$ cat config.mk
export PLATFORM = sky130hd
export DESIGN_NAME = bitonic_merge_8
export DESIGN_NICKNAME = d
export VERILOG_FILES = /design/src/verilog/merge_pkg.sv /design/src/verilog/bitonic_merge_8.sv
export SDC_FILE = /design/constraint.sdc
export NUM_CORES = 1
export LEC_CHECK = 0
export BUFFER_PORTS_ARGS = -buffer_cell sky130_fd_sc_hd__buf_2
export CAP_MARGIN = 10
export CORE_MARGIN = 2
export CORE_UTILIZATION = 38
export DETAILED_ROUTE_END_ITERATION = 12
export PLACE_DENSITY_LB_ADDON = 0.25
export SETUP_SLACK_MARGIN = 0.15
export SLEW_MARGIN = 20
export SYNTH_ARGS = -nofsm -noshare
export SYNTH_HDL_FRONTEND = slang
export SYNTH_SLANG_ARGS = --single-unit
$ cat constraint.sdc
create_clock -name i_clk -period 9.5 [get_ports i_clk]
set_input_delay 1.9 -clock i_clk [delete_from_list [all_inputs] [get_ports i_clk]]
set_output_delay 1.9 -clock i_clk [all_outputs]
set_load 0.005 [all_outputs]
$ cat src/verilog/merge_pkg.sv
package merge_pkg;

   // Record layout, key in the low bits
   localparam int KEY_W = 16;
   localparam int REC_W = 32;

   typedef logic [KEY_W-1:0] key_t;
   typedef logic [REC_W-KEY_W-1:0] payload_t;

   typedef struct packed {
      payload_t payload;
      key_t     key;
   } rec_t;

   // Four records per word, r0 holds the smallest key
   typedef struct packed {
      rec_t r3;
      rec_t r2;
      rec_t r1;
      rec_t r0;
   } word_t;

   // Per-run sequence of the merge control
   typedef enum logic [2:0] {
      ST_IDLE  = 3'd0,
      ST_PRIME = 3'd1,
      ST_MERGE = 3'd2,
      ST_FLUSH = 3'd3,
      ST_TERM  = 3'd4,
      ST_DRAIN = 3'd5
   } ctrl_state_t;

endpackage

$ cat src/verilog/bitonic_merge_8.sv
`timescale 1ns/100ps

module bitonic_merge_8 (
   input  logic               i_clk,
   input  logic               i_rst,
   input  logic               i_load,
   input  logic               i_emit,
   input  logic               i_flush,
   input  logic               i_term,
   input  merge_pkg::word_t   i_word,
   output merge_pkg::word_t   o_word,
   output logic               o_write
);

   merge_pkg::word_t kept_q;
   merge_pkg::word_t out_q;
   logic             write_q;

   merge_pkg::rec_t stg0 [8];
   merge_pkg::rec_t stg1 [8];
   merge_pkg::rec_t stg2 [8];
   merge_pkg::rec_t stg3 [8];

   merge_pkg::word_t lo_word;
   merge_pkg::word_t hi_word;

   function automatic merge_pkg::rec_t pick_lo(merge_pkg::rec_t x, merge_pkg::rec_t y);
      return (x.key <= y.key) ? x : y;
   endfunction

   function automatic merge_pkg::rec_t pick_hi(merge_pkg::rec_t x, merge_pkg::rec_t y);
      return (x.key <= y.key) ? y : x;
   endfunction

   // New word ascending, kept word reversed, gives a bitonic sequence
   always_comb begin
      stg0[0] = i_word.r0;
      stg0[1] = i_word.r1;
      stg0[2] = i_word.r2;
      stg0[3] = i_word.r3;
      stg0[4] = kept_q.r3;
      stg0[5] = kept_q.r2;
      stg0[6] = kept_q.r1;
      stg0[7] = kept_q.r0;
   end

   // Distance 4, splits smallest four from largest four
   always_comb begin
      for (int i = 0; i < 4; i++) begin
         stg1[i]     = pick_lo(stg0[i], stg0[i + 4]);
         stg1[i + 4] = pick_hi(stg0[i], stg0[i + 4]);
      end
   end

   // Distance 2 inside each half
   always_comb begin
      for (int g = 0; g < 8; g += 4) begin
         for (int i = 0; i < 2; i++) begin
            stg2[g + i]     = pick_lo(stg1[g + i], stg1[g + i + 2]);
            stg2[g + i + 2] = pick_hi(stg1[g + i], stg1[g + i + 2]);
         end
      end
   end

   // Distance 1, neighbours
   always_comb begin
      for (int i = 0; i < 8; i += 2) begin
         stg3[i]     = pick_lo(stg2[i], stg2[i + 1]);
         stg3[i + 1] = pick_hi(stg2[i], stg2[i + 1]);
      end
   end

   always_comb begin
      lo_word.r0 = stg3[0];
      lo_word.r1 = stg3[1];
      lo_word.r2 = stg3[2];
      lo_word.r3 = stg3[3];
      hi_word.r0 = stg3[4];
      hi_word.r1 = stg3[5];
      hi_word.r2 = stg3[6];
      hi_word.r3 = stg3[7];
   end

   // Kept word returns to zero after a flush, ready to prime the next run
   always_ff @(posedge i_clk) begin
      if (i_rst) begin
         kept_q  <= '0;
         write_q <= 1'b0;
      end else begin
         write_q <= i_emit;
         if (i_flush) begin
            kept_q <= '0;
         end else if (i_load) begin
            kept_q <= hi_word;
         end
      end
   end

   always_ff @(posedge i_clk) begin
      if (i_emit) begin
         if (i_term) begin
            out_q <= '0;
         end else if (i_flush) begin
            out_q <= kept_q;
         end else begin
            out_q <= lo_word;
         end
      end
   end

   assign o_word  = out_q;
   assign o_write = write_q;

endmodule

==> metrics <==
outcome=completed; Unique masters post-synth=65; Overall Power=11980 uW; Nets=3181; share of cells above drive strength 1=23.76%; most frequent cells in the layout=mux2i_1, inv_1, buf_2; GRT met2 Usage=43.44%; commonest non-fill, non-tap cell in the layout=mux2i_1; Post-CTS Repair Setup Buffers=0; cells after synthesis=2621; final core occ=44.48%; initial core utilization=38.27%; power density over the cells=447.8 mW/mm^2; I/O pins=263; area post-placement=0.02576 mm^2; CP top delay family=compound AO/OA/AOI/OAI gates; Async S/R FF share, synth=0%; startpoint types=input pin; clk_lat worst skew=0.63 ns; peak supply drop=0.3277 mV; Post-CTS Resized=0; DIE HEIGHT=250.1 um; routability cong.=1.010; critical path's largest stage delay=0.85 ns; Main synth FF type=dfxtp_1; row cnt=90; clock buffer count from CTS=31; DRC=0; Clk Tree Root Cell=clkbuf_16; YS warnings=0; Detailed Route Iter0 Violations=2765; syn_area_per_cell=8.781 um^2; WHS=0.5704 ns; cell taking the most area after synthesis=edfxtp_1; Slowest-stage cell, CP=a2111oi_1; Synth Register Bits=257; WP data arrival=9.31 ns; filler cell count=5927; Max FO, Critical Path=24; Worst-path clk slew=0.06 ns; grt ovf=0; Clock Sinks=257; Max-slew headroom=32.17%; RSZ-0062 raised after global routing=yes; largest net degree at the start of global routing=120; CP most frequent cell=buf_4; Final setup viols=0; average wire per standard cell=27.75 um; Core Area=0.06013 mm^2; Fmax achieved=0.1107 GHz; Sequential Area=0.006426 mm^2; Final Cycle Share=95.09%; EDFF count, synth=128; busiest grt layer=met1; Detailed Routing Iterations Pass 1=6; worst path bufs/invs=7; Mapped Area=0.02301 mm^2; gr usage total=31.36%; LEAKAGE=0.01170 uW; met1 Track Usage GR=47.80%; TritonCTS clock tree=built; kind of critical path=in -> reg; area of the multi-input gates=0.01483 mm^2; H-tree depth=1; Mapped Nets=2946; Die Wd=250.1 um; vias=23050; maxcap violations=0; met3 usage=7.731%; vias per cell=6.287; vias in the first global route=21480; Die Area=0.06255 mm^2; post-route cell area=0.02674 mm^2; initial antenna violation count=9; top cell type's share of synthesized area=16.70%; DP Wirelength=78.05 mm; Worst-Margin Slew=1.014 ns; Fin Clk Skew=0.03334 ns; clk buf depth=3; final hold violation count=0; Routed Antenna Nets=0; synth top area cells=edfxtp_1, mux2i_1, dfxtp_1; Slew Limit Fails=0; Hold WC Path Type=reg -> reg; WL final=101.7 mm; worst endpoint required time=9.78 ns; minimum clock period=9.033 ns; Area Overhead vs Synth=16.21%; critical path endpoint category=register; port buffer count=262; sequential cell area fraction in the yosys report=27.92%; first-pass GRT wire length=147.0 mm; CTS Hold Bufs=0
==> routing by layer <==
metal | share of wire (%) | up-vias
met5 | 0.014 | -
met4 | 2.4 | 2
met3 | 11 | 124
met2 | 40 | 1293
met1 | 46 | 11280
li1 | - | 10350
==> cells by family (layout without fill, tap and decap cells) <==
group	after synthesis	in the layout	share of synthesized area (%)
other cells	0	5	0
simple gates	479	479	10.17
buf+inv	462	720	8.128
compound gates	822	822	24.76
flops	257	257	27.92
fa+ha+maj	191	191	10.38
mux	410	410	18.64
==> power breakdown <==
| group | total [uW] | internal [uW] | switching [uW] |
|---|---|---|---|
| clock | 1170 | 648 | 527 |
| combinational | 8920 | 3440 | 5480 |
| sequential | 1880 | 1590 | 289 |
| total | 12000 | 5680 | 6300 |
==> through the flow <==
step / TNS (ns) / worst slack, ns / cells
after floorplan: 0 / 0.7069 / 2621
after global placement: 0 / 0.009749 / 3605
after detailed placement: -0.1647 / -0.1034 / 3605
after CTS: 0 / 0.4798 / 3661
after global routing: 0 / 0.08267 / 3665
final: 0 / 0.4668 / 3666
==> final timing paths <==
check	start	end	slack, ns	cells after the start
worst min-delay path	kept_q[115]	kept_q[115]	0.57	2
worst max-delay path	i_word[46]	o_word[105]	0.47	33
worst max register to register	kept_q[78]	o_word[105]	1.30	33
worst min register to register	kept_q[115]	kept_q[115]	0.57	2
==> cells in the mapped netlist, types with 56 or more instances <==
| cell type | n |
|---|---|
| a221oi_1 | 133 |
| dfxtp_1 | 129 |
| mux2i_1 | 268 |
| o21ai_0 | 217 |
| nor2_1 | 136 |
| a211oi_1 | 56 |
| clkbuf_1 | 153 |
| a21oi_1 | 194 |
| edfxtp_1 | 128 |
| ha_1 | 191 |
| mux2_2 | 140 |
| nand3_1 | 69 |
| nand2_1 | 102 |
| inv_1 | 258 |
==> tightest hold or removal path, cell delays in order, from the launching register on <==
cell and delay (ns):
dfxtp_1 0.32, o21ai_0 0.13, a221oi_1 0.06
==> layout make-up <==
| type | count | area share (%) |
|---|---|---|
| flip-flops and latches | 257 | 24.03 |
| clock buffers | 33 | 2.929 |
| inverters | 259 | 3.635 |
| repair buffers | 405 | 9.577 |
| clock inverters | 23 | 0.6596 |
| well taps | 782 | 3.658 |
| diodes | 5 | 0.04678 |
| multi-input cells | 1902 | 55.47 |
==> flip-flops by register name, indices dropped and copies added, names as in the netlist <==
signal and cells:
o_write 1, kept_q 128, o_word 128
Note: power is estimated with default switching activity, not from simulation.
