`config.mk`:
```
export PLATFORM = sky130hd
export DESIGN_NAME = word_fifo
export DESIGN_NICKNAME = d
export VERILOG_FILES = /design/src/verilog/merge_pkg.sv /design/src/verilog/word_fifo.sv
export SDC_FILE = /design/constraint.sdc
export NUM_CORES = 1
export LEC_CHECK = 0
export BUFFER_PORTS_ARGS = -buffer_cell sky130_fd_sc_hd__buf_2
export CAP_MARGIN = 30
export CORE_ASPECT_RATIO = 1.1
export CORE_MARGIN = 4
export CORE_UTILIZATION = 50
export DETAILED_ROUTE_END_ITERATION = 7
export GPL_TIMING_DRIVEN = 0
export PLACE_DENSITY = 0.66
export SYNTH_ARGS = -nofsm -noshare
export SYNTH_HDL_FRONTEND = slang
export SYNTH_SLANG_ARGS = --single-unit
```
`constraint.sdc`:
```
create_clock -name i_clk -period 4.8 [get_ports i_clk]
set_input_delay 0.48 -clock i_clk [delete_from_list [all_inputs] [get_ports i_clk]]
set_output_delay 0.48 -clock i_clk [all_outputs]
set_load 0.02 [all_outputs]
```
`src/verilog/merge_pkg.sv`:
```
package merge_pkg;

   // Record layout, key in the low bits
   localparam int KEY_W = 16;
   localparam int REC_W = 32;

   typedef logic [KEY_W-1:0] key_t;
   typedef logic [REC_W-KEY_W-1:0] payload_t;

   typedef struct packed {
      payload_t payload;
      key_t     key;
   } rec_t;

   // Four records per word, r0 holds the smallest key
   typedef struct packed {
      rec_t r3;
      rec_t r2;
      rec_t r1;
      rec_t r0;
   } word_t;

   // Per-run sequence of the merge control
   typedef enum logic [2:0] {
      ST_IDLE  = 3'd0,
      ST_PRIME = 3'd1,
      ST_MERGE = 3'd2,
      ST_FLUSH = 3'd3,
      ST_TERM  = 3'd4,
      ST_DRAIN = 3'd5
   } ctrl_state_t;

endpackage

```
`src/verilog/word_fifo.sv`:
```
`timescale 1ns/100ps

module word_fifo #(
   parameter int DEPTH = 16
) (
   input  logic                i_clk,
   input  logic                i_rst,
   input  logic                i_push,
   input  merge_pkg::word_t    i_data,
   input  logic                i_pop,
   output merge_pkg::word_t    o_head,
   output logic                o_empty,
   output logic                o_full,
   output logic                o_almost_full
);

   localparam int AW = $clog2(DEPTH);

   localparam logic [AW-1:0] PTR_LAST  = AW'(DEPTH - 1);
   localparam logic [AW:0]   CNT_FULL  = (AW + 1)'(DEPTH);
   // Two free entries left counts as almost full
   localparam logic [AW:0]   CNT_AFULL = (AW + 1)'(DEPTH - 2);

   merge_pkg::word_t mem [DEPTH];

   logic [AW-1:0] wr_ptr_q;
   logic [AW-1:0] rd_ptr_q;
   logic [AW:0]   count_q;

   always_ff @(posedge i_clk) begin
      if (i_push) begin
         mem[wr_ptr_q] <= i_data;
      end
   end

   always_ff @(posedge i_clk) begin
      if (i_rst) begin
         wr_ptr_q <= '0;
         rd_ptr_q <= '0;
      end else begin
         if (i_push) begin
            wr_ptr_q <= (wr_ptr_q == PTR_LAST) ? '0 : wr_ptr_q + 1'b1;
         end
         if (i_pop) begin
            rd_ptr_q <= (rd_ptr_q == PTR_LAST) ? '0 : rd_ptr_q + 1'b1;
         end
      end
   end

   // Simultaneous push and pop leaves the count alone
   always_ff @(posedge i_clk) begin
      if (i_rst) begin
         count_q <= '0;
      end else begin
         case ({i_push, i_pop})
            2'b10:   count_q <= count_q + 1'b1;
            2'b01:   count_q <= count_q - 1'b1;
            default: count_q <= count_q;
         endcase
      end
   end

   // Show-ahead, oldest word always visible
   assign o_head        = mem[rd_ptr_q];
   assign o_empty       = (count_q == '0);
   assign o_full        = (count_q == CNT_FULL);
   assign o_almost_full = (count_q >= CNT_AFULL);

endmodule

```
==> impl_metrics.env, run 1 <==
export IMPL_drt_iter0_markers=4254
export IMPL_vias=37120
export IMPL_p_total_mw=37.53
export IMPL_htreeDepth=4
export IMPL_highest_layer="met5"
export IMPL_grt_setup_unrepaired="false"
export IMPL_layout_drive_gt1_share_pct=29.28
export IMPL_hold_class="input pin to flip-flop"
export IMPL_yosysTopAreaCell="edfxtp_1"
export IMPL_yosysWarnings=0
export IMPL_dr_pass1_iters=6
export IMPL_grt_pass1_vias=38220
export IMPL_port_buffers=261
export IMPL_maxSlewViolCount=0
export IMPL_cpPeakStageDelay_ps=790
export IMPL_ctsResizeCount=0
export IMPL_cts_tree="yes"
export IMPL_p_sw_share_pct=21.44
export IMPL_root_buffer="clkbuf_16"
export IMPL_drc=0
export IMPL_path_max_fanout=10
export IMPL_die_x_um=382.8
export IMPL_max_clock_freq_mhz=220.0
export IMPL_die_h_um=420.2
export IMPL_slowest_stage="clkbuf_1"
export IMPL_cp_required_ps=4320
export IMPL_grt_pass1_wl_mm=272.9
export IMPL_worstHoldStart="i_data[55]"
export IMPL_syn_num_nets=3392
export IMPL_met2_length_mm=94.86
export IMPL_fin_skew_ps=34.93
export IMPL_wl_met3_mm=16.41
export IMPL_cp_start_kind="flip-flop"
export IMPL_synth_area_leaders="edfxtp_1, mux4_2, a22oi_1"
export IMPL_p_clk_share_pct=39.9
export IMPL_wl_met1_mm=73.53
export IMPL_avgRoutedWirePerCell_um=31.06
export IMPL_ys_seq_area_share_pct=80.06
export IMPL_worstMarginPinSlew_ps=990.9
export IMPL_post_route_min_period_ps=4545
export IMPL_slew_headroom_pct=33.94
export IMPL_post_place_ws_ps=1038
export IMPL_grt_ovfl_total=0
export IMPL_layout_nets=4011
export IMPL_antenna_left=0
export IMPL_antenna_found_initial=28
export IMPL_r2r_start="wr_ptr_q[3]"
export IMPL_postCtsSetupBuffers=0
export IMPL_hpwl_mm=114.1
export IMPL_cts_buffers=199
export IMPL_finalSetupViolations=0
export IMPL_clkLatencyLatePin_ps=820
export IMPL_drv_cap=0
export IMPL_cts_reportedPaths_clkPinSlew_ps=60
export IMPL_design_area_mm2=0.08982
export IMPL_initial_core_util_pct=50.23
export IMPL_status="finished, final reports clean"
export IMPL_area_growth_syn_to_layout_pct=16.29
export IMPL_post_dp_cell_area_mm2=0.08257
export IMPL_io_pins=263
export IMPL_seqPwrFrac_pct=53.6
export IMPL_period_share_pct=94.68
export IMPL_hold_viol=0
export IMPL_cts_hold_buf=100
export IMPL_cts_buffer_depth=3
export IMPL_postLayoutSetupSlackWorst_ps=255.4
export IMPL_synth_top_area_share_pct=79.62
export IMPL_ir_worst_vdd_mv=0.3908
export IMPL_synth_edff_count=2048
export IMPL_netlist_instances=3252
export IMPL_row_count=151
export IMPL_cts_sinks=2065
export IMPL_routed_wl_mm=189.8
export IMPL_ys_ff_latch=2065
export IMPL_p_int_mw=29.48
export IMPL_synth_ff_type="edfxtp_1"
export IMPL_grt_total_usage_pct=23.85
export IMPL_grt_max_degree=46
export IMPL_synth_cells_most_frequent="edfxtp_1, mux4_2, a22oi_1"
export IMPL_path_cells="and2_1, buf_2, clkbuf_1, clkbuf_1, a22oi_1, nand2_1, buf_2"
export IMPL_p_leak_nw=28.25
export IMPL_nFillCells=11020
export IMPL_synth_cell_types=38
export IMPL_yosysMostFrequentCell="edfxtp_1"
export IMPL_vias_per_cell=6.074
export IMPL_final_cells=6112
export IMPL_criticalPathCategory="flip-flop to output pin"
export IMPL_combPwrFrac_pct=6.6
export IMPL_core_area_mm2=0.1538
export IMPL_dp_cells=5633
export IMPL_cp_data_arrival_time_ps=4060
export IMPL_power_density_mw_per_mm2=417.8
export IMPL_cp_end_kind="output pin"
export IMPL_dieArea_mm2=0.1608
export IMPL_synth_area_mm2=0.07724
export IMPL_p_sw_mw=8.047
export IMPL_globalplace_congestion=0.7363
export IMPL_async_flop_share_pct=0
export IMPL_synth_avg_cell_area_um2=23.75
## metal layers
| layer | track usage (%) | vias up |
|---|---|---|
| li1 | - | 15270 |
| met1 | 32.38 | 19870 |
| met2 | 39.46 | 1655 |
| met3 | 5.314 | 309 |
| met4 | 6.726 | 16 |
| met5 | 0 | - |
## per-stage QoR
step,hold slack [ps],util [%],setup TNS [ps]
global route,29.97,58.39,0
finish,47.89,58.41,0
CTS,0.3086,58.37,0
detailed placement,511.8,53.69,0
global placement,495.2,52.76,-6911000
floorplan,472.6,-,0
## cells by family (layout without fill, tap and decap cells)
group / after synthesis / count (layout) / synth area share, %
DFF: 2065 / 2065 / 80.06
and+or+nand+nor: 200 / 200 / 1.116
buffers and inverters: 181 / 962 / 1.113
AOI/OAI and AO/OA: 274 / 274 / 2.509
xor gates and xnor gates: 7 / 7 / 0.07937
muxes: 517 / 517 / 15.00
other: 0 / 14 / 0
adders and majority gates: 8 / 8 / 0.1296
## state kept, by name, summed over array words and instances, names as in the netlist, named ones only
register and count:
count_q 5, mem 2048, rd_ptr_q 4, wr_ptr_q 4
## final timing paths
path                  to  slack (ps)  depth (start not counted)
max          o_head[105]         260                          7
min reg2reg  wr_ptr_q[3]         520                          2
min          mem[11][55]          50                          1
max reg2reg  mem[10][91]        2030                          5
## layout by cell type, fill, tap and decap left out, drive strengths merged, types with 3 or more instances in the layout
cell,Yosys,routed
edfxtp,2048,2048
dlygate4sd3,0,100
inv,5,11
o22ai,77,77
bufinv,0,13
nand3,4,4
xor2,5,5
nand2,101,101
nor2b,5,5
clkinvlp,0,5
mux4,512,512
a21oi,7,7
clkinv,0,80
clkbuf,82,341
nor2,54,54
nand2b,6,6
mux2i,3,3
o21ai,4,4
nor3,3,3
ha,8,8
a22oi,180,180
dfxtp,17,17
buf,94,412
and2,18,18
diode,0,14
## power groups by stage
| stage | clock network (mW) | registers (mW) | logic, mW |
|---|---|---|---|
| floorplan | 0 | 20.5 | 1.36 |
| global placement | 0 | 20.6 | 2.32 |
| detailed placement | 0 | 20.5 | 2.41 |
| CTS | 15.2 | 20.1 | 2.50 |
| global route | 16.0 | 20.1 | 2.64 |
| finish | 15.0 | 20.1 | 2.46 |
## area by class of cell
class	count	area, um^2	area share (%)
sequential	2065	61840	68.85
clock inverter	104	870.8	0.9695
multi-input combinational	1006	14590	16.24
timing repair buffer	418	3729	4.151
buffer	176	840.8	0.9361
inverter	5	18.77	0.02089
tap	2065	2584	2.876
clock buffer	259	5321	5.924
antenna	14	35.03	0.03900
## worst max-delay path, delay by kind of cell (launching register included)
kind	cells	cell delay, ps
AO/OA/AOI/OAI	1	270
buffers and inverters	4	2070
AND/OR/NAND/NOR	2	390
flip-flops	1	530
(Power assumes the default switching activity.)
==> inputs of run 2 (changes only) <==
==> constraint.sdc (replaced) <==
create_clock -name i_clk -period 4.5 [get_ports i_clk]
set_input_delay 0.45 -clock i_clk [delete_from_list [all_inputs] [get_ports i_clk]]
set_output_delay 0.45 -clock i_clk [all_outputs]
set_load 0.02 [all_outputs]
==> run 2 against run 1 <==
Effect of this change:
- utilization up 0.19 points
- combinational power increased by 8%
- die area is the same
- non-clock buffer count increased by 28
- sequential share of layout area decreased by 0.22 points
- global-route usage barely moved
- register-to-register slack worse by 300 ps
- critical path type unchanged
==> impl_metrics.env, run 2 (synthesized netlist as in run 1, its figures left out) <==
export IMPL_drt_iter0_markers=4221
export IMPL_largest_reg_flops=2048
export IMPL_root_buffer="clkbuf_16"
export IMPL_postCtsSetupBuffers=0
export IMPL_routed_wl_mm=190.1
export IMPL_path_cells="nor2b_1, buf_2, clkbuf_1, clkbuf_1, a22oi_1, nand2_1, buf_2"
export IMPL_multi_input_area_mm2=0.01459
export IMPL_ir_worst_vdd_mv=0.4181
export IMPL_regArea_mm2=0.06184
export IMPL_path_max_fanout=10
export IMPL_antenna_left=0
export IMPL_status="finished, final reports clean"
export IMPL_power_density_mw_per_mm2=444.6
export IMPL_period_share_pct=96.51
export IMPL_busiest_layer="met2"
export IMPL_p_int_mw=31.47
export IMPL_mostFrequentLayoutCells="edfxtp_1, mux4_2, buf_2"
export IMPL_final_util_pct=58.59
export IMPL_cp_data_arrival_time_ps=3890
export IMPL_final_common_cell="edfxtp_1"
export IMPL_grt_total_usage_pct=23.88
export IMPL_combPwrFrac_pct=6.6
export IMPL_avgRoutedWirePerCell_um=30.97
export IMPL_drc=0
export IMPL_p_leak_nw=28.38
export IMPL_layout_nets=4039
export IMPL_grt_ovfl_total=0
export IMPL_antenna_found_initial=28
export IMPL_cp_required_ps=4050
export IMPL_dieArea_mm2=0.1608
export IMPL_row_count=151
export IMPL_reg_largest_list="mem (2048), count_q (5)"
export IMPL_core_area_mm2=0.1538
export IMPL_whs_ps=82.20
export IMPL_die_x_um=382.8
export IMPL_worstMarginPinSlew_ps=952.3
export IMPL_cts_reportedPaths_clkPinSlew_ps=60
export IMPL_seqPwrFrac_pct=53.6
export IMPL_use_met3_pct=5.250
export IMPL_p_sw_share_pct=21.46
export IMPL_finalSetupViolations=0
export IMPL_area_growth_syn_to_layout_pct=16.66
export IMPL_gr_usage_met2_pct=39.55
export IMPL_p_clk_share_pct=39.8
export IMPL_drv_cap=0
export IMPL_cts_tree="yes"
export IMPL_cts_sinks=2065
export IMPL_die_h_um=420.2
export IMPL_grtUsageMet1_pct=32.44
export IMPL_cp_end_kind="output pin"
export IMPL_vias=37380
export IMPL_hold_class="input pin to flip-flop"
export IMPL_cts_buffer_depth=3
export IMPL_maxSlewViolCount=0
export IMPL_htreeDepth=4
export IMPL_vias_per_cell=6.089
export IMPL_dr_pass1_iters=5
export IMPL_dp_cells=5633
export IMPL_layout_drive_gt1_share_pct=29.13
export IMPL_cp_start_kind="flip-flop"
export IMPL_max_clock_freq_mhz=230.3
export IMPL_initial_core_util_pct=50.23
export IMPL_io_pins=263
export IMPL_grt_max_degree=46
export IMPL_globalplace_congestion=0.7363
export IMPL_criticalPathCategory="flip-flop to output pin"
export IMPL_grt_pass1_vias=38360
export IMPL_p_total_mw=40.06
export IMPL_post_route_min_period_ps=4343
export IMPL_final_cells=6139
export IMPL_nFillCells=10990
export IMPL_cpPeakStageDelay_ps=660
export IMPL_hpwl_mm=114.1
export IMPL_cts_buffers=199
export IMPL_clkLatencyLatePin_ps=820
export IMPL_port_buffers=261
export IMPL_p_sw_mw=8.596
export IMPL_slowest_stage="clkbuf_1"
export IMPL_hold_viol=0
export IMPL_grt_setup_unrepaired="false"
export IMPL_fin_skew_ps=37.75
export IMPL_slew_headroom_pct=36.51
export IMPL_grt_pass1_wl_mm=273.3
export IMPL_top_register="mem"
==> run 2: cell count changes in the layout (fill, tap and decap cells not counted), sizes merged <==
cell         delta
clkbuf          -1
diode           -1
dlygate4sd3    +29
==> run 2: through the flow <==
| step | cell area, um^2 | setup slack (ps) | TNS (ps) |
|---|---|---|---|
| 6_report | 90110 | 157.0 | 0 |
| 5_1_grt | 90090 | 26.98 | 0 |
| 4_1_cts | 90050 | 5.350 | 0 |
| 3_5_place_dp | 82570 | 767.8 | 0 |
| 3_3_place_gp | 81130 | -3973 | -7464230 |
| 2_1_floorplan | 77240 | 222.7 | 0 |
==> run 2: final cells by class <==
cell class	instances	share of cell area (%)
Buffer	175	0.9317
Clock buffer	259	5.905
Inverter	5	0.02083
Timing Repair Buffer	447	4.460
Sequential cell	2065	68.63
Tap cell	2065	2.867
Multi-Input combinational cell	1006	16.19
Antenna cell	13	0.03610
Clock inverter	104	0.9664
==> run 2: timing repair <==
item / CTS / global route
resized for setup: 1 / 2
cloned: 0 / 0
endpoints found under the hold margin: 2050 / 0
setup endpoints to repair: 2 / 3
hold buffers: 129 / 0
==> run 2: metal layers <==
metal | share of wire, % | vias up
met4 | 2.5 | 16
met1 | 39 | 20020
met3 | 8.5 | 312
li1 | - | 15330
met2 | 50 | 1700
met5 | 0.054 | -
==> run 2: worst paths after layout <==
kind | depth (start not counted) | startpoint | to | slack [ps]
setup / recovery | 7 | flip-flop | o_head[122] | 160
hold reg to reg | 2 | wr_ptr_q[3] | wr_ptr_q[3] | 530
hold / removal | 2 | i_rst | wr_ptr_q[0] | 80
setup reg to reg | 5 | wr_ptr_q[3] | mem[10][91] | 1730
==> run 2: power groups by stage <==
stage / registers, mW / logic, mW / clock network, mW
floorplan: 21.9 / 1.46 / 0
global placement: 21.9 / 2.47 / 0
detailed placement: 21.9 / 2.57 / 0
CTS: 21.5 / 2.69 / 16.2
global route: 21.5 / 2.84 / 17.0
finish: 21.5 / 2.65 / 16.0
==> run 2: critical path: cells and delay by family (launching register included) <==
family	cells	cell delay (ps)
AO/OA/AOI/OAI	1	200
buffers and inverters	4	1880
AND/OR/NAND/NOR	2	460
flip-flops	1	520
