--- config.mk ---
export PLATFORM = sky130hd
export DESIGN_NAME = merge_ctrl
export DESIGN_NICKNAME = d
export VERILOG_FILES = /design/src/verilog/merge_pkg.sv /design/src/verilog/merge_ctrl.sv
export SDC_FILE = /design/constraint.sdc
export NUM_CORES = 1
export LEC_CHECK = 0
export ABC_AREA = 1
export BUFFER_PORTS_ARGS = -buffer_cell sky130_fd_sc_hd__clkbuf_2
export CORE_AREA = 5 5 102 104
export DETAILED_ROUTE_END_ITERATION = 12
export DIE_AREA = 0 0 107 109
export SLEW_MARGIN = 10
export SYNTH_ARGS = -nofsm -noshare
export SYNTH_HDL_FRONTEND = slang
export SYNTH_SLANG_ARGS = --single-unit
--- constraint.sdc ---
create_clock -name i_clk -period 2.2 [get_ports i_clk]
set_clock_uncertainty 0.1 [all_clocks]
set_input_delay 0.33 -clock i_clk [delete_from_list [all_inputs] [get_ports i_clk]]
set_output_delay 0.33 -clock i_clk [all_outputs]
set_load 0.01 [all_outputs]
--- src/verilog/merge_pkg.sv ---
package merge_pkg;

   // Record layout, key in the low bits
   localparam int KEY_W = 16;
   localparam int REC_W = 32;

   typedef logic [KEY_W-1:0] key_t;
   typedef logic [REC_W-KEY_W-1:0] payload_t;

   typedef struct packed {
      payload_t payload;
      key_t     key;
   } rec_t;

   // Four records per word, r0 holds the smallest key
   typedef struct packed {
      rec_t r3;
      rec_t r2;
      rec_t r1;
      rec_t r0;
   } word_t;

   // Per-run sequence of the merge control
   typedef enum logic [2:0] {
      ST_IDLE  = 3'd0,
      ST_PRIME = 3'd1,
      ST_MERGE = 3'd2,
      ST_FLUSH = 3'd3,
      ST_TERM  = 3'd4,
      ST_DRAIN = 3'd5
   } ctrl_state_t;

endpackage

--- src/verilog/merge_ctrl.sv ---
`timescale 1ns/100ps

module merge_ctrl (
   input  logic                     i_clk,
   input  logic                     i_rst,
   input  merge_pkg::word_t         i_head_a,
   input  merge_pkg::word_t         i_head_b,
   input  logic                     i_empty_a,
   input  logic                     i_empty_b,
   input  logic                     i_out_almost_full,
   output logic                     o_pop_a,
   output logic                     o_pop_b,
   output logic                     o_load,
   output logic                     o_sel_b,
   output logic                     o_emit,
   output logic                     o_flush,
   output logic                     o_term,
   output merge_pkg::ctrl_state_t   o_state
);

   merge_pkg::ctrl_state_t state_q;
   merge_pkg::ctrl_state_t state_d;

   logic term_a;
   logic term_b;
   logic both_term;
   logic heads_ok;
   logic b_lt_a;
   logic pick_b;
   logic take;

   // All-zero head word ends its stream
   assign term_a    = (i_head_a == '0);
   assign term_b    = (i_head_b == '0);
   assign both_term = term_a & term_b;

   // Both heads must be visible before any decision
   assign heads_ok = ~i_empty_a & ~i_empty_b;

   // Ties go to stream a
   assign b_lt_a = (i_head_b.r0.key < i_head_a.r0.key);
   assign pick_b = term_a | (~term_b & b_lt_a);

   always_comb begin
      state_d = state_q;
      take    = 1'b0;
      o_emit  = 1'b0;
      o_flush = 1'b0;
      o_term  = 1'b0;
      o_pop_a = 1'b0;
      o_pop_b = 1'b0;

      case (state_q)
         merge_pkg::ST_IDLE: begin
            if (heads_ok) begin
               state_d = merge_pkg::ST_PRIME;
            end
         end

         // First word fills the kept register, nothing is emitted
         merge_pkg::ST_PRIME: begin
            if (heads_ok) begin
               if (both_term) begin
                  state_d = merge_pkg::ST_TERM;
               end else begin
                  take    = 1'b1;
                  state_d = merge_pkg::ST_MERGE;
               end
            end
         end

         merge_pkg::ST_MERGE: begin
            if (heads_ok && both_term) begin
               state_d = merge_pkg::ST_FLUSH;
            end else if (heads_ok && !i_out_almost_full) begin
               take   = 1'b1;
               o_emit = 1'b1;
            end
         end

         merge_pkg::ST_FLUSH: begin
            if (!i_out_almost_full) begin
               o_flush = 1'b1;
               o_emit  = 1'b1;
               state_d = merge_pkg::ST_TERM;
            end
         end

         merge_pkg::ST_TERM: begin
            if (!i_out_almost_full) begin
               o_term  = 1'b1;
               o_emit  = 1'b1;
               state_d = merge_pkg::ST_DRAIN;
            end
         end

         // Drop both terminators before the next pair of streams
         merge_pkg::ST_DRAIN: begin
            o_pop_a = ~i_empty_a;
            o_pop_b = ~i_empty_b;
            state_d = merge_pkg::ST_IDLE;
         end

         default: begin
            state_d = merge_pkg::ST_IDLE;
         end
      endcase

      if (take) begin
         o_pop_a = ~pick_b;
         o_pop_b = pick_b;
      end
   end

   assign o_load  = take;
   assign o_sel_b = pick_b;

   always_ff @(posedge i_clk) begin
      if (i_rst) begin
         state_q <= merge_pkg::ST_IDLE;
      end else begin
         state_q <= state_d;
      end
   end

   assign o_state = state_q;

endmodule

==> results of run 1 <==
-- report_power, final --
group	total, uW	internal, uW	switching, uW
Sequential	137	81.2	55.9
Clock	159	123	35.0
Combinational	794	405	389
-- Yosys cell counts --
| library cell | instances |
|---|---|
| nor2_1 | 171 |
| nand2_1 | 95 |
| inv_1 | 28 |
| ha_1 | 15 |
| a21oi_1 | 10 |
| nand3_1 | 9 |
| o21ai_1 | 4 |
| dfxtp_1 | 3 |
| nand2_2 | 3 |
| nor2_2 | 3 |
| o21ai_0 | 3 |
| a21oi_2 | 2 |
| inv_2 | 2 |
| nand2_4 | 2 |
| nand4_1 | 2 |
| nor2_4 | 2 |
| nor3_1 | 2 |
| or4_1 | 2 |
| a21oi_4 | 1 |
| a31oi_1 | 1 |
| and2_4 | 1 |
| buf_2 | 1 |
| nand3_2 | 1 |
| nor3_2 | 1 |
| o211ai_1 | 1 |
| o21a_1 | 1 |
| o21ai_2 | 1 |
| o22ai_1 | 1 |
-- cell families after synthesis --
group / count (synthesis) / synth area share
and+or+nand+nor: 294 / 0.696
buffers and inverters: 31 / 0.0687
AOI/OAI and AO/OA: 25 / 0.0906
adders and majority gates: 15 / 0.110
DFF: 3 / 0.0351
-- critical path, cell delays in order --
cell and delay, ns:
buf_6 0.07, inv_2 0.04, ha_4 0.27, nand2_2 0.06, o21a_1 0.17, o211ai_1 0.25, nor2_2 0.08, a21oi_1 0.15
nand2_1 0.07, nand2_1 0.06, buf_2 0.12
-- metal layers --
metal / GRT usage / wire (um) / up-vias
met1: 0.146 / 3290 / 1288
met5: 0 / 0 / -
li1: - / - / 1691
met3: 0.0207 / 705 / 14
met2: 0.262 / 4710 / 150
met4: 0.0402 / 178 / 0
-- final cells by class --
cell class                 count  area [sq um]  share of cell area
clock buffer                   4          45.0              0.0128
inverter                      30           113              0.0320
multi-input combinational    334          1710               0.485
tap                          114           143              0.0405
sequential                     3          60.1              0.0170
timing repair buffer         273          1460               0.413
-- placed cells by master, fill, tap and decap left out, types with 2 or more instances in the layout --
cell type,netlist,final
nand2_1,95,89
nand2_2,3,9
or4_1,2,2
clkbuf_8,0,3
inv_1,28,24
nand3_2,1,2
nand2_4,2,2
ha_4,0,5
a21oi_1,10,7
ha_1,15,10
o21ai_0,3,2
o21ai_2,1,2
nor2_4,2,6
nand3_1,9,8
a21oi_2,2,5
clkbuf_2,0,256
buf_6,0,11
o21ai_1,4,4
dfxtp_1,3,3
nor2_1,171,151
nand4_1,2,2
inv_2,2,6
buf_4,0,4
nor3_2,1,2
nor2_2,3,19
-- per-stage QoR --
stage | TNS, ns | instance area [sq um] | setup WS [ns]
after floorplan | 0 | 1710 | 0.295
after global placement | -0.00825 | 3210 | -0.00825
after detailed placement | -0.00714 | 3210 | -0.00714
after CTS | 0 | 3260 | 0.0215
after global routing | -0.0184 | 3520 | -0.0184
final | 0 | 3520 | 0.101
-- worst paths after layout --
path,end,slack [ns]
worst min-delay path,o_state[0],0.19
worst min register to register,o_state[0],0.47
worst max-delay path,o_pop_a,0.10
worst max register to register,o_state[2],0.71
-- what timing repair did --
item | 4_1_cts | 5_1_grt
setup buffers | 0 | 2
pin swaps | 1 | 26
gates resized for setup | 2 | 72
setup endpoints to repair | 1 | 2
==> impl_results.md, run 1 <==
- DR vias/cell: 4.15
- Height of the die: 109 um
- Total power: 1090 uW
- GRT overflow: 0
- Routed len/inst: 11.7 um
- Final Core Density: 0.372
- Area delta synth->final: 106%
- Register area share after synthesis: 0.0351
- Total CTS buffers: 3
- Outcome: complete, no violations
- Pwr dens: 309 nW/um^2
- Worst-Margin Slew: 0.323 ns
- Synth cell types: 28
- Post-layout nets: 921
- Worst Hold Class: in2reg
- Ys Warns: 0
- WP data arrival: 1.67 ns
- Critical Path RT: 1.77 ns
- Hold_buf cts: 0
- Antenna violations before repair: 0
- DR iter-0 viols: 92
- Max_slew headroom: 0.784
- Fill cells: 1,066
- Num rows: 36
- I/O pin count: 271
- Cell Area, Synth: 1710 sq um
- Syn avg cell area: 4.65 sq um
- H-tree depth: 1
- Synth area leader: nor2_1
- MaxCap Viol Count: 0
- Max-slew violations: 0
- Final non-filler cell total: 758
- Origin of the critical flop-to-flop path: o_state[2]
- Setup crit start: i_head_a[11]
- Syn Inst Count: 368
- CTS tree: built
- Die Area: 11,700 sq um
- Port buffer count: 270
- Vias in the first global route: 3,024
- CTS Buffer Depth: 2
- Worst Setup Start Kind: input port
- Crit path max fanout: 2
- Endpoints failing setup: 0
- R2R depth: 8
- Post-route clock period utilization: 0.954
- Worst skew pair latency: 0.21 ns
- Hold WS: 0.194 ns
- N_diodes: 0
- Detailed placement HPWL: 8400 um
- # DRC: 0
- Syn Nets: 644
- Fin. Hold Viols: 0
- Fmax: 0.476 GHz
- Leakage: 0.00192 uW
- Vias post-DR: 3,143
- 1st-pass router iterations: 4
- Min Tclk post-route: 2.10 ns
- Die X: 107 um
- Worst vdd ir: 179 uV
- Hold wc startpoint: i_rst
- Flops & latches, synth: 3
- Hold depth: 2
- Top cells by area, synth: nor2_1 (37%), nand2_1 (21%), ha_1 (11%)
- CTS sink count: 3
- Critical path class: in2out
- Starting density of the core: 0.181
- CTS clk-pin slew, worst paths: 0.03 ns
- First-pass GRT wire length: 12,700 um
- Routability cong.: 0.911
- Cells after DPL: 752
- Unrepaired setup endpoints after global routing: yes
- Share of layout cells above drive strength 1: 0.522
- Gr usage total: 0.133
- Clk root buf: clkbuf_8
- Post-synth top area share: 0.375
- Drt total wl: 8880 um
- Largest net degree at the start of global routing: 11
- Final ANT Viol Nets: 0
- Core ar.: 9460 sq um
- Critical Path Sink Type: output port
- Max reg flops: 3
Power figures use the tool's default switching activity.
==> inputs of run 2 (changes only) <==
MAX_ROUTING_LAYER = met4   (was default)
SLEW_MARGIN = default   (was 10)
==> run 2 against run 1 <==
  * Power is essentially flat
  * Die area unchanged
  * Sequential share of layout area unchanged
  * Critical path type unchanged
  * Largest cell class unchanged
  * Largest power group unchanged
==> impl_results.md, run 2 (same netlist as run 1, synthesis figures left out) <==
- Slowest cell on the critical path: ha_4
- Drt total wl: 8900 um (+0.18%)
- CTS sink count: 3 (unchanged)
- Worst skew pair latency: 0.21 ns (about the same)
- Commonest non-fill, non-tap cell in the layout: clkbuf_2
- Starting density of the core: 0.181 (unchanged)
- Clk root buf: clkbuf_8
- Max reg flops: 3 (unchanged)
- R2R Path End: o_state[2]
- Sw power: 481 uW (+0.12%)
- Sequential share of power: 0.126 (about the same)
- Pre-CTS setup slack: -0.00714 ns (unchanged)
- Top layer reached by signal wires: met4
- Fill cells: 1,066 (unchanged)
- N_diodes: 0 (unchanged)
- Most used cell, CP: nand2_1
- Fmax: 0.476 GHz (about the same)
- Min Tclk post-route: 2.10 ns (+0.00159 ns)
- Post-layout nets: 921 (unchanged)
- Antenna violations before repair: 0 (unchanged)
- Area delta synth->final: 106% (unchanged)
- Setup crit start: i_head_a[11]
- Die X: 107 um (unchanged)
- Met1 wire length: 3350 um (+1.6%)
- Routed len/inst: 11.7 um (+0.18%)
- GRT overflow: 0 (unchanged)
- Sw Share: 0.441 (about the same)
- Met2 WL: 4710 um (about the same)
- Worst Hold Class: in2reg
- MaxCap Viol Count: 0 (unchanged)
- Max_slew headroom: 0.784 (unchanged)
- 1st-pass router iterations: 4 (unchanged)
- CTS Buffer Depth: 2 (unchanged)
- Crit path max fanout: 2 (unchanged)
- Critical path's largest stage delay: 0.27 ns (about the same)
- Detailed placement HPWL: 8400 um (unchanged)
- Vias post-DR: 3,145 (+0.064%)
- Total CTS buffers: 3 (unchanged)
- Endpoints failing setup: 0 (unchanged)
- Port buffer count: 270 (unchanged)
- Die Area: 11,700 sq um (unchanged)
- I/O pin count: 271 (unchanged)
- Final ANT Viol Nets: 0 (unchanged)
- Height of the die: 109 um (unchanged)
- Vias in the first global route: 3,027 (+0.099%)
- Worst-Margin Slew: 0.323 ns (unchanged)
- Worst vdd ir: 179 uV (+0.27%)
- CTS tree: built
- DR vias/cell: 4.15 (about the same)
- Critical path class: in2out
- Critical Path RT: 1.77 ns (about the same)
- Hold WS: 0.196 ns (+0.00241 ns)
- Num rows: 36 (unchanged)
- Outcome: complete, no violations
- DR iter-0 viols: 84 (-8.7%)
- CTS clk-pin slew, worst paths: 0.03 ns (about the same)
- Worst Setup Start Kind: input port
- Crit path cell chain: buf_6, inv_2, ha_4, nand2_2, o21a_1, o211ai_1, nor2_2, a21oi_1, nand2_1, nand2_1, buf_2
- Post-DP Area: 3210 sq um (unchanged)
- Int Power: 610 uW (about the same)
- Final instance area: 3520 sq um (unchanged)
- Fin. Hold Viols: 0 (unchanged)
- Most frequent cells in the layout: clkbuf_2 (256), nor2_1 (151), nand2_1 (89), inv_1 (24), nor2_2 (19)
- Hold depth: 2 (unchanged)
- Post-route clock period utilization: 0.955 (about the same)
- Setup TNS: 0 ns (unchanged)
- Hold wc startpoint: i_rst
- Core ar.: 9460 sq um (unchanged)
- Largest net degree at the start of global routing: 11 (unchanged)
- Leakage: 0.00192 uW (unchanged)
- First-pass GRT wire length: 12,700 um (-0.11%)
- Pwr dens: 310 nW/um^2 (about the same)
- R2R depth: 8 (unchanged)
- Critical Path Sink Type: output port
- Worst Hold Path EP: o_state[0]
- Max-slew violations: 0 (unchanged)
- Comb pwr share: 0.729 (about the same)
- WP data arrival: 1.67 ns (about the same)
- Routability cong.: 0.927 (+1.7%)
- Clock share of power: 0.145 (about the same)
- Met3 wire len: 664 um (-5.8%)
- Origin of the critical flop-to-flop path: o_state[2]
- H-tree depth: 1 (unchanged)
- Share of layout cells above drive strength 1: 0.522 (unchanged)
- # DRC: 0 (unchanged)
- Unrepaired setup endpoints after global routing: yes
- Gr usage total: 0.137 (+0.00382)
- Setup ws final: 0.0990 ns (-0.00159 ns)
- Reg2reg setup slack: 0.71 ns (about the same)
[run 2: cell counts in the layout (fill, tap and decap cells not counted)]
Identical to the previous run, type by type.
[run 2: worst max-delay path: cells and delay by family]
kind / cells / cell delay [ns]
buffers and inverters: 3 / 0.23
and+or+nand+nor: 4 / 0.27
adders and majority gates: 1 / 0.27
AOI/OAI and AO/OA: 3 / 0.57
[run 2: per-layer routing]
| layer | global-route usage | vias to the layer above |
|---|---|---|
| met1 | 0.149 | 1290 |
| li1 | - | 1691 |
| met5 | - | - |
| met4 | 0.0402 | 0 |
| met2 | 0.262 | 150 |
| met3 | 0.0172 | 14 |
[run 2: power by group through the flow]
stage,sequential (uW),clock [uW],combinational (uW)
4_1_cts,137,161,753
3_5_place_dp,138,0,748
6_report,137,159,795
5_1_grt,146,172,890
3_3_place_gp,140,0,736
2_1_floorplan,129,0,405
[run 2: stage by stage]
step	std cells	utilization	power, uW
detailed placement	752	0.339	887
global route	758	0.372	1210
floorplan	368	-	534
CTS	756	0.345	1050
global placement	752	0.339	876
finish	758	0.372	1090
[run 2: worst max-delay path by stage]
stage / endpoint / slack [ns] / depth (start not counted)
after CTS: o_pop_a / 0.02 / 13
after global routing: o_pop_a / -0.02 / 13
after global placement: o_pop_a / -0.008 / 13
final: o_pop_a / 0.1 / 11
after detailed placement: o_pop_a / -0.007 / 13
after floorplan: o_pop_b / 0.30 / 10
[run 2: cell type report]
cell class              count  area, sq um  area share
repair buffers            273         1460       0.413
clock buffers               4         45.0      0.0128
multi-input cells         334         1710       0.485
flip-flops and latches      3         60.1      0.0170
inverters                  30          113      0.0320
well taps                 114          143      0.0405
[run 2: repair_timing]
action                                  CTS  global route
buffers inserted                          0             2
endpoints found under the setup margin    1             2
resized for setup                         2            72
pin swaps                                 1            26
hold buffers                              0             0
==> inputs of run 3 (changes only) <==
CORE_AREA = 2 2 105 107   (was 5 5 102 104)
==> run 3 against run 2 <==
  * Final area fell by 0.96%
  * Critical path depth did not move
  * Setup slack got worse by 0.018 ns
  * Clock power barely moved
  * Sequential share of layout area barely moved
  * Critical endpoint unchanged
==> impl_results.md, run 3 (same netlist as run 1, synthesis figures left out) <==
- Outcome: complete, no violations
- Port buffer count: 270 (unchanged)
- Num rows: 38 (+5.6%)
- Min Tclk post-route: 2.12 ns (+0.0183 ns)
- Critical path class: in2out
- I/O pin count: 271 (unchanged)
- MaxCap Viol Count: 0 (unchanged)
- CTS Buffer Depth: 2 (unchanged)
- Final ANT Viol Nets: 0 (unchanged)
- N_diodes: 0 (unchanged)
- H-tree depth: 1 (unchanged)
- Worst skew pair latency: 0.22 ns (about the same)
- CTS tree: built
- Critical Path Sink Type: output port
- Unrepaired setup endpoints after global routing: yes
- Post-route clock period utilization: 0.963 (+0.00834)
- 1st-pass router iterations: 4 (unchanged)
- Worst Setup Start Kind: input port
- Routed len/inst: 9.99 um (-15%)
- Max reg flops: 3 (unchanged)
- Total CTS buffers: 3 (unchanged)
- Vias post-DR: 3,043 (-3.2%)
- Die X: 107 um (unchanged)
- Final non-filler cell total: 784 (+3.4%)
- # DRC: 0 (unchanged)
- Fmax: 0.472 GHz (-0.87%)
- First-pass GRT wire length: 11,600 um (-9.1%)
- Post-CTS Setup Bufs: 0 (unchanged)
- Leakage: 0.00192 uW (-0.14%)
- Final Core Density: 0.329 (-0.0434)
- Clk root buf: clkbuf_8
- Endpoints failing setup: 0 (unchanged)
- Commonest non-fill, non-tap cell in the layout: clkbuf_2
- Fin. Hold Viols: 0 (unchanged)
- Max_slew headroom: 0.798 (+0.0142)
- Cells after DPL: 780 (+3.7%)
- Share of layout cells above drive strength 1: 0.525 (+0.00311)
- DR vias/cell: 3.88 (-6.5%)
- CTS clk-pin slew, worst paths: 0.03 ns (about the same)
- Worst-Margin Slew: 0.301 ns (-0.0215 ns)
- Antenna violations before repair: 0 (unchanged)
- Detailed placement HPWL: 7340 um (-13%)
- Vias in the first global route: 2,795 (-7.7%)
- Largest net degree at the start of global routing: 11 (unchanged)
- Routability cong.: 0.844 (-8.9%)
- Max-slew violations: 0 (unchanged)
- Gr usage total: 0.125 (-0.0125)
- Most frequent cells in the layout: clkbuf_2 (267), nor2_1 (152), nand2_1 (88), inv_1 (23), nor2_2 (19)
- Worst Hold Class: in2reg
- WP data arrival: 1.69 ns (+0.02 ns)
- Height of the die: 109 um (unchanged)
- Post-layout nets: 921 (unchanged)
- Drt total wl: 7830 um (-12%)
- Die Area: 11,700 sq um (unchanged)
- Core ar.: 10,600 sq um (+12%)
- DR iter-0 viols: 78 (-7.1%)
- Area delta synth->final: 104%
- Pwr dens: 308 nW/um^2 (-0.46%)
- Critical Path RT: 1.77 ns (about the same)
- Crit path max fanout: 2 (unchanged)
- CTS sink count: 3 (unchanged)
- GRT overflow: 0 (unchanged)
- Starting density of the core: 0.162 (-0.0195)
- Worst vdd ir: 184 uV (+2.5%)
## run 3: layer usage
layer  part of all wire  vias to the layer above  global-route usage
li1                   -                     1692                   -
met1               0.39                     1198               0.134
met2               0.53                      151               0.250
met3              0.079                        2              0.0132
met4             0.0026                        0              0.0176
met5                  0                        -                   -
## run 3: report_power, final
group          internal, uW  leakage (uW)  total [uW]  switching [uW]
Clock                   123     0.0000228         158            35.0
Sequential             81.2     0.0000248         138            56.4
Combinational           395       0.00187         779             384
Total                   599       0.00192        1080             476
## run 3: timing repair
action | CTS | global route
setup endpoints to repair | 2 | 3
hold buffers | 0 | 0
gates resized for setup | 2 | 50
pin swaps | 0 | 34
## run 3: worst paths after layout
path	start	to	slack, ns	cells after the start
setup / recovery	i_head_a[9]	o_pop_a	0.08	11
hold / removal	i_rst	o_state[0]	0.19	2
hold reg to reg	o_state[0]	o_state[0]	0.46	2
setup reg to reg	o_state[2]	o_state[2]	0.71	8
## run 3: cell type report
type,count,area [sq um]
timing repair buffer,273,1390
inverter,30,113
tap,140,175
clock buffer,4,45.0
fill,1216,7110
sequential,3,60.1
multi-input combinational,334,1710
## run 3: through the flow
stage               instance area (sq um)  worst slack, ns  setup TNS (ns)  hold WS (ns)  total power, uW
global route                         3490          -0.0347         -0.0430         0.195             1190
floorplan                            1710            0.295               0         0.292              534
detailed placement                   3260          -0.0826          -0.129         0.417              881
CTS                                  3310           0.0101               0         0.191             1050
finish                               3490           0.0806               0         0.193             1080
global placement                     3260          -0.0703          -0.104         0.414              882
## run 3: critical path, stage by stage
cell and delay (ns):
clkbuf_2 0.08, inv_2 0.05, ha_4 0.26, a21oi_2 0.04, o21a_1 0.18, o211ai_1 0.29, nor2_4 0.08, a21oi_2 0.14
nand2_1 0.07, nand2_1 0.06, buf_2 0.12
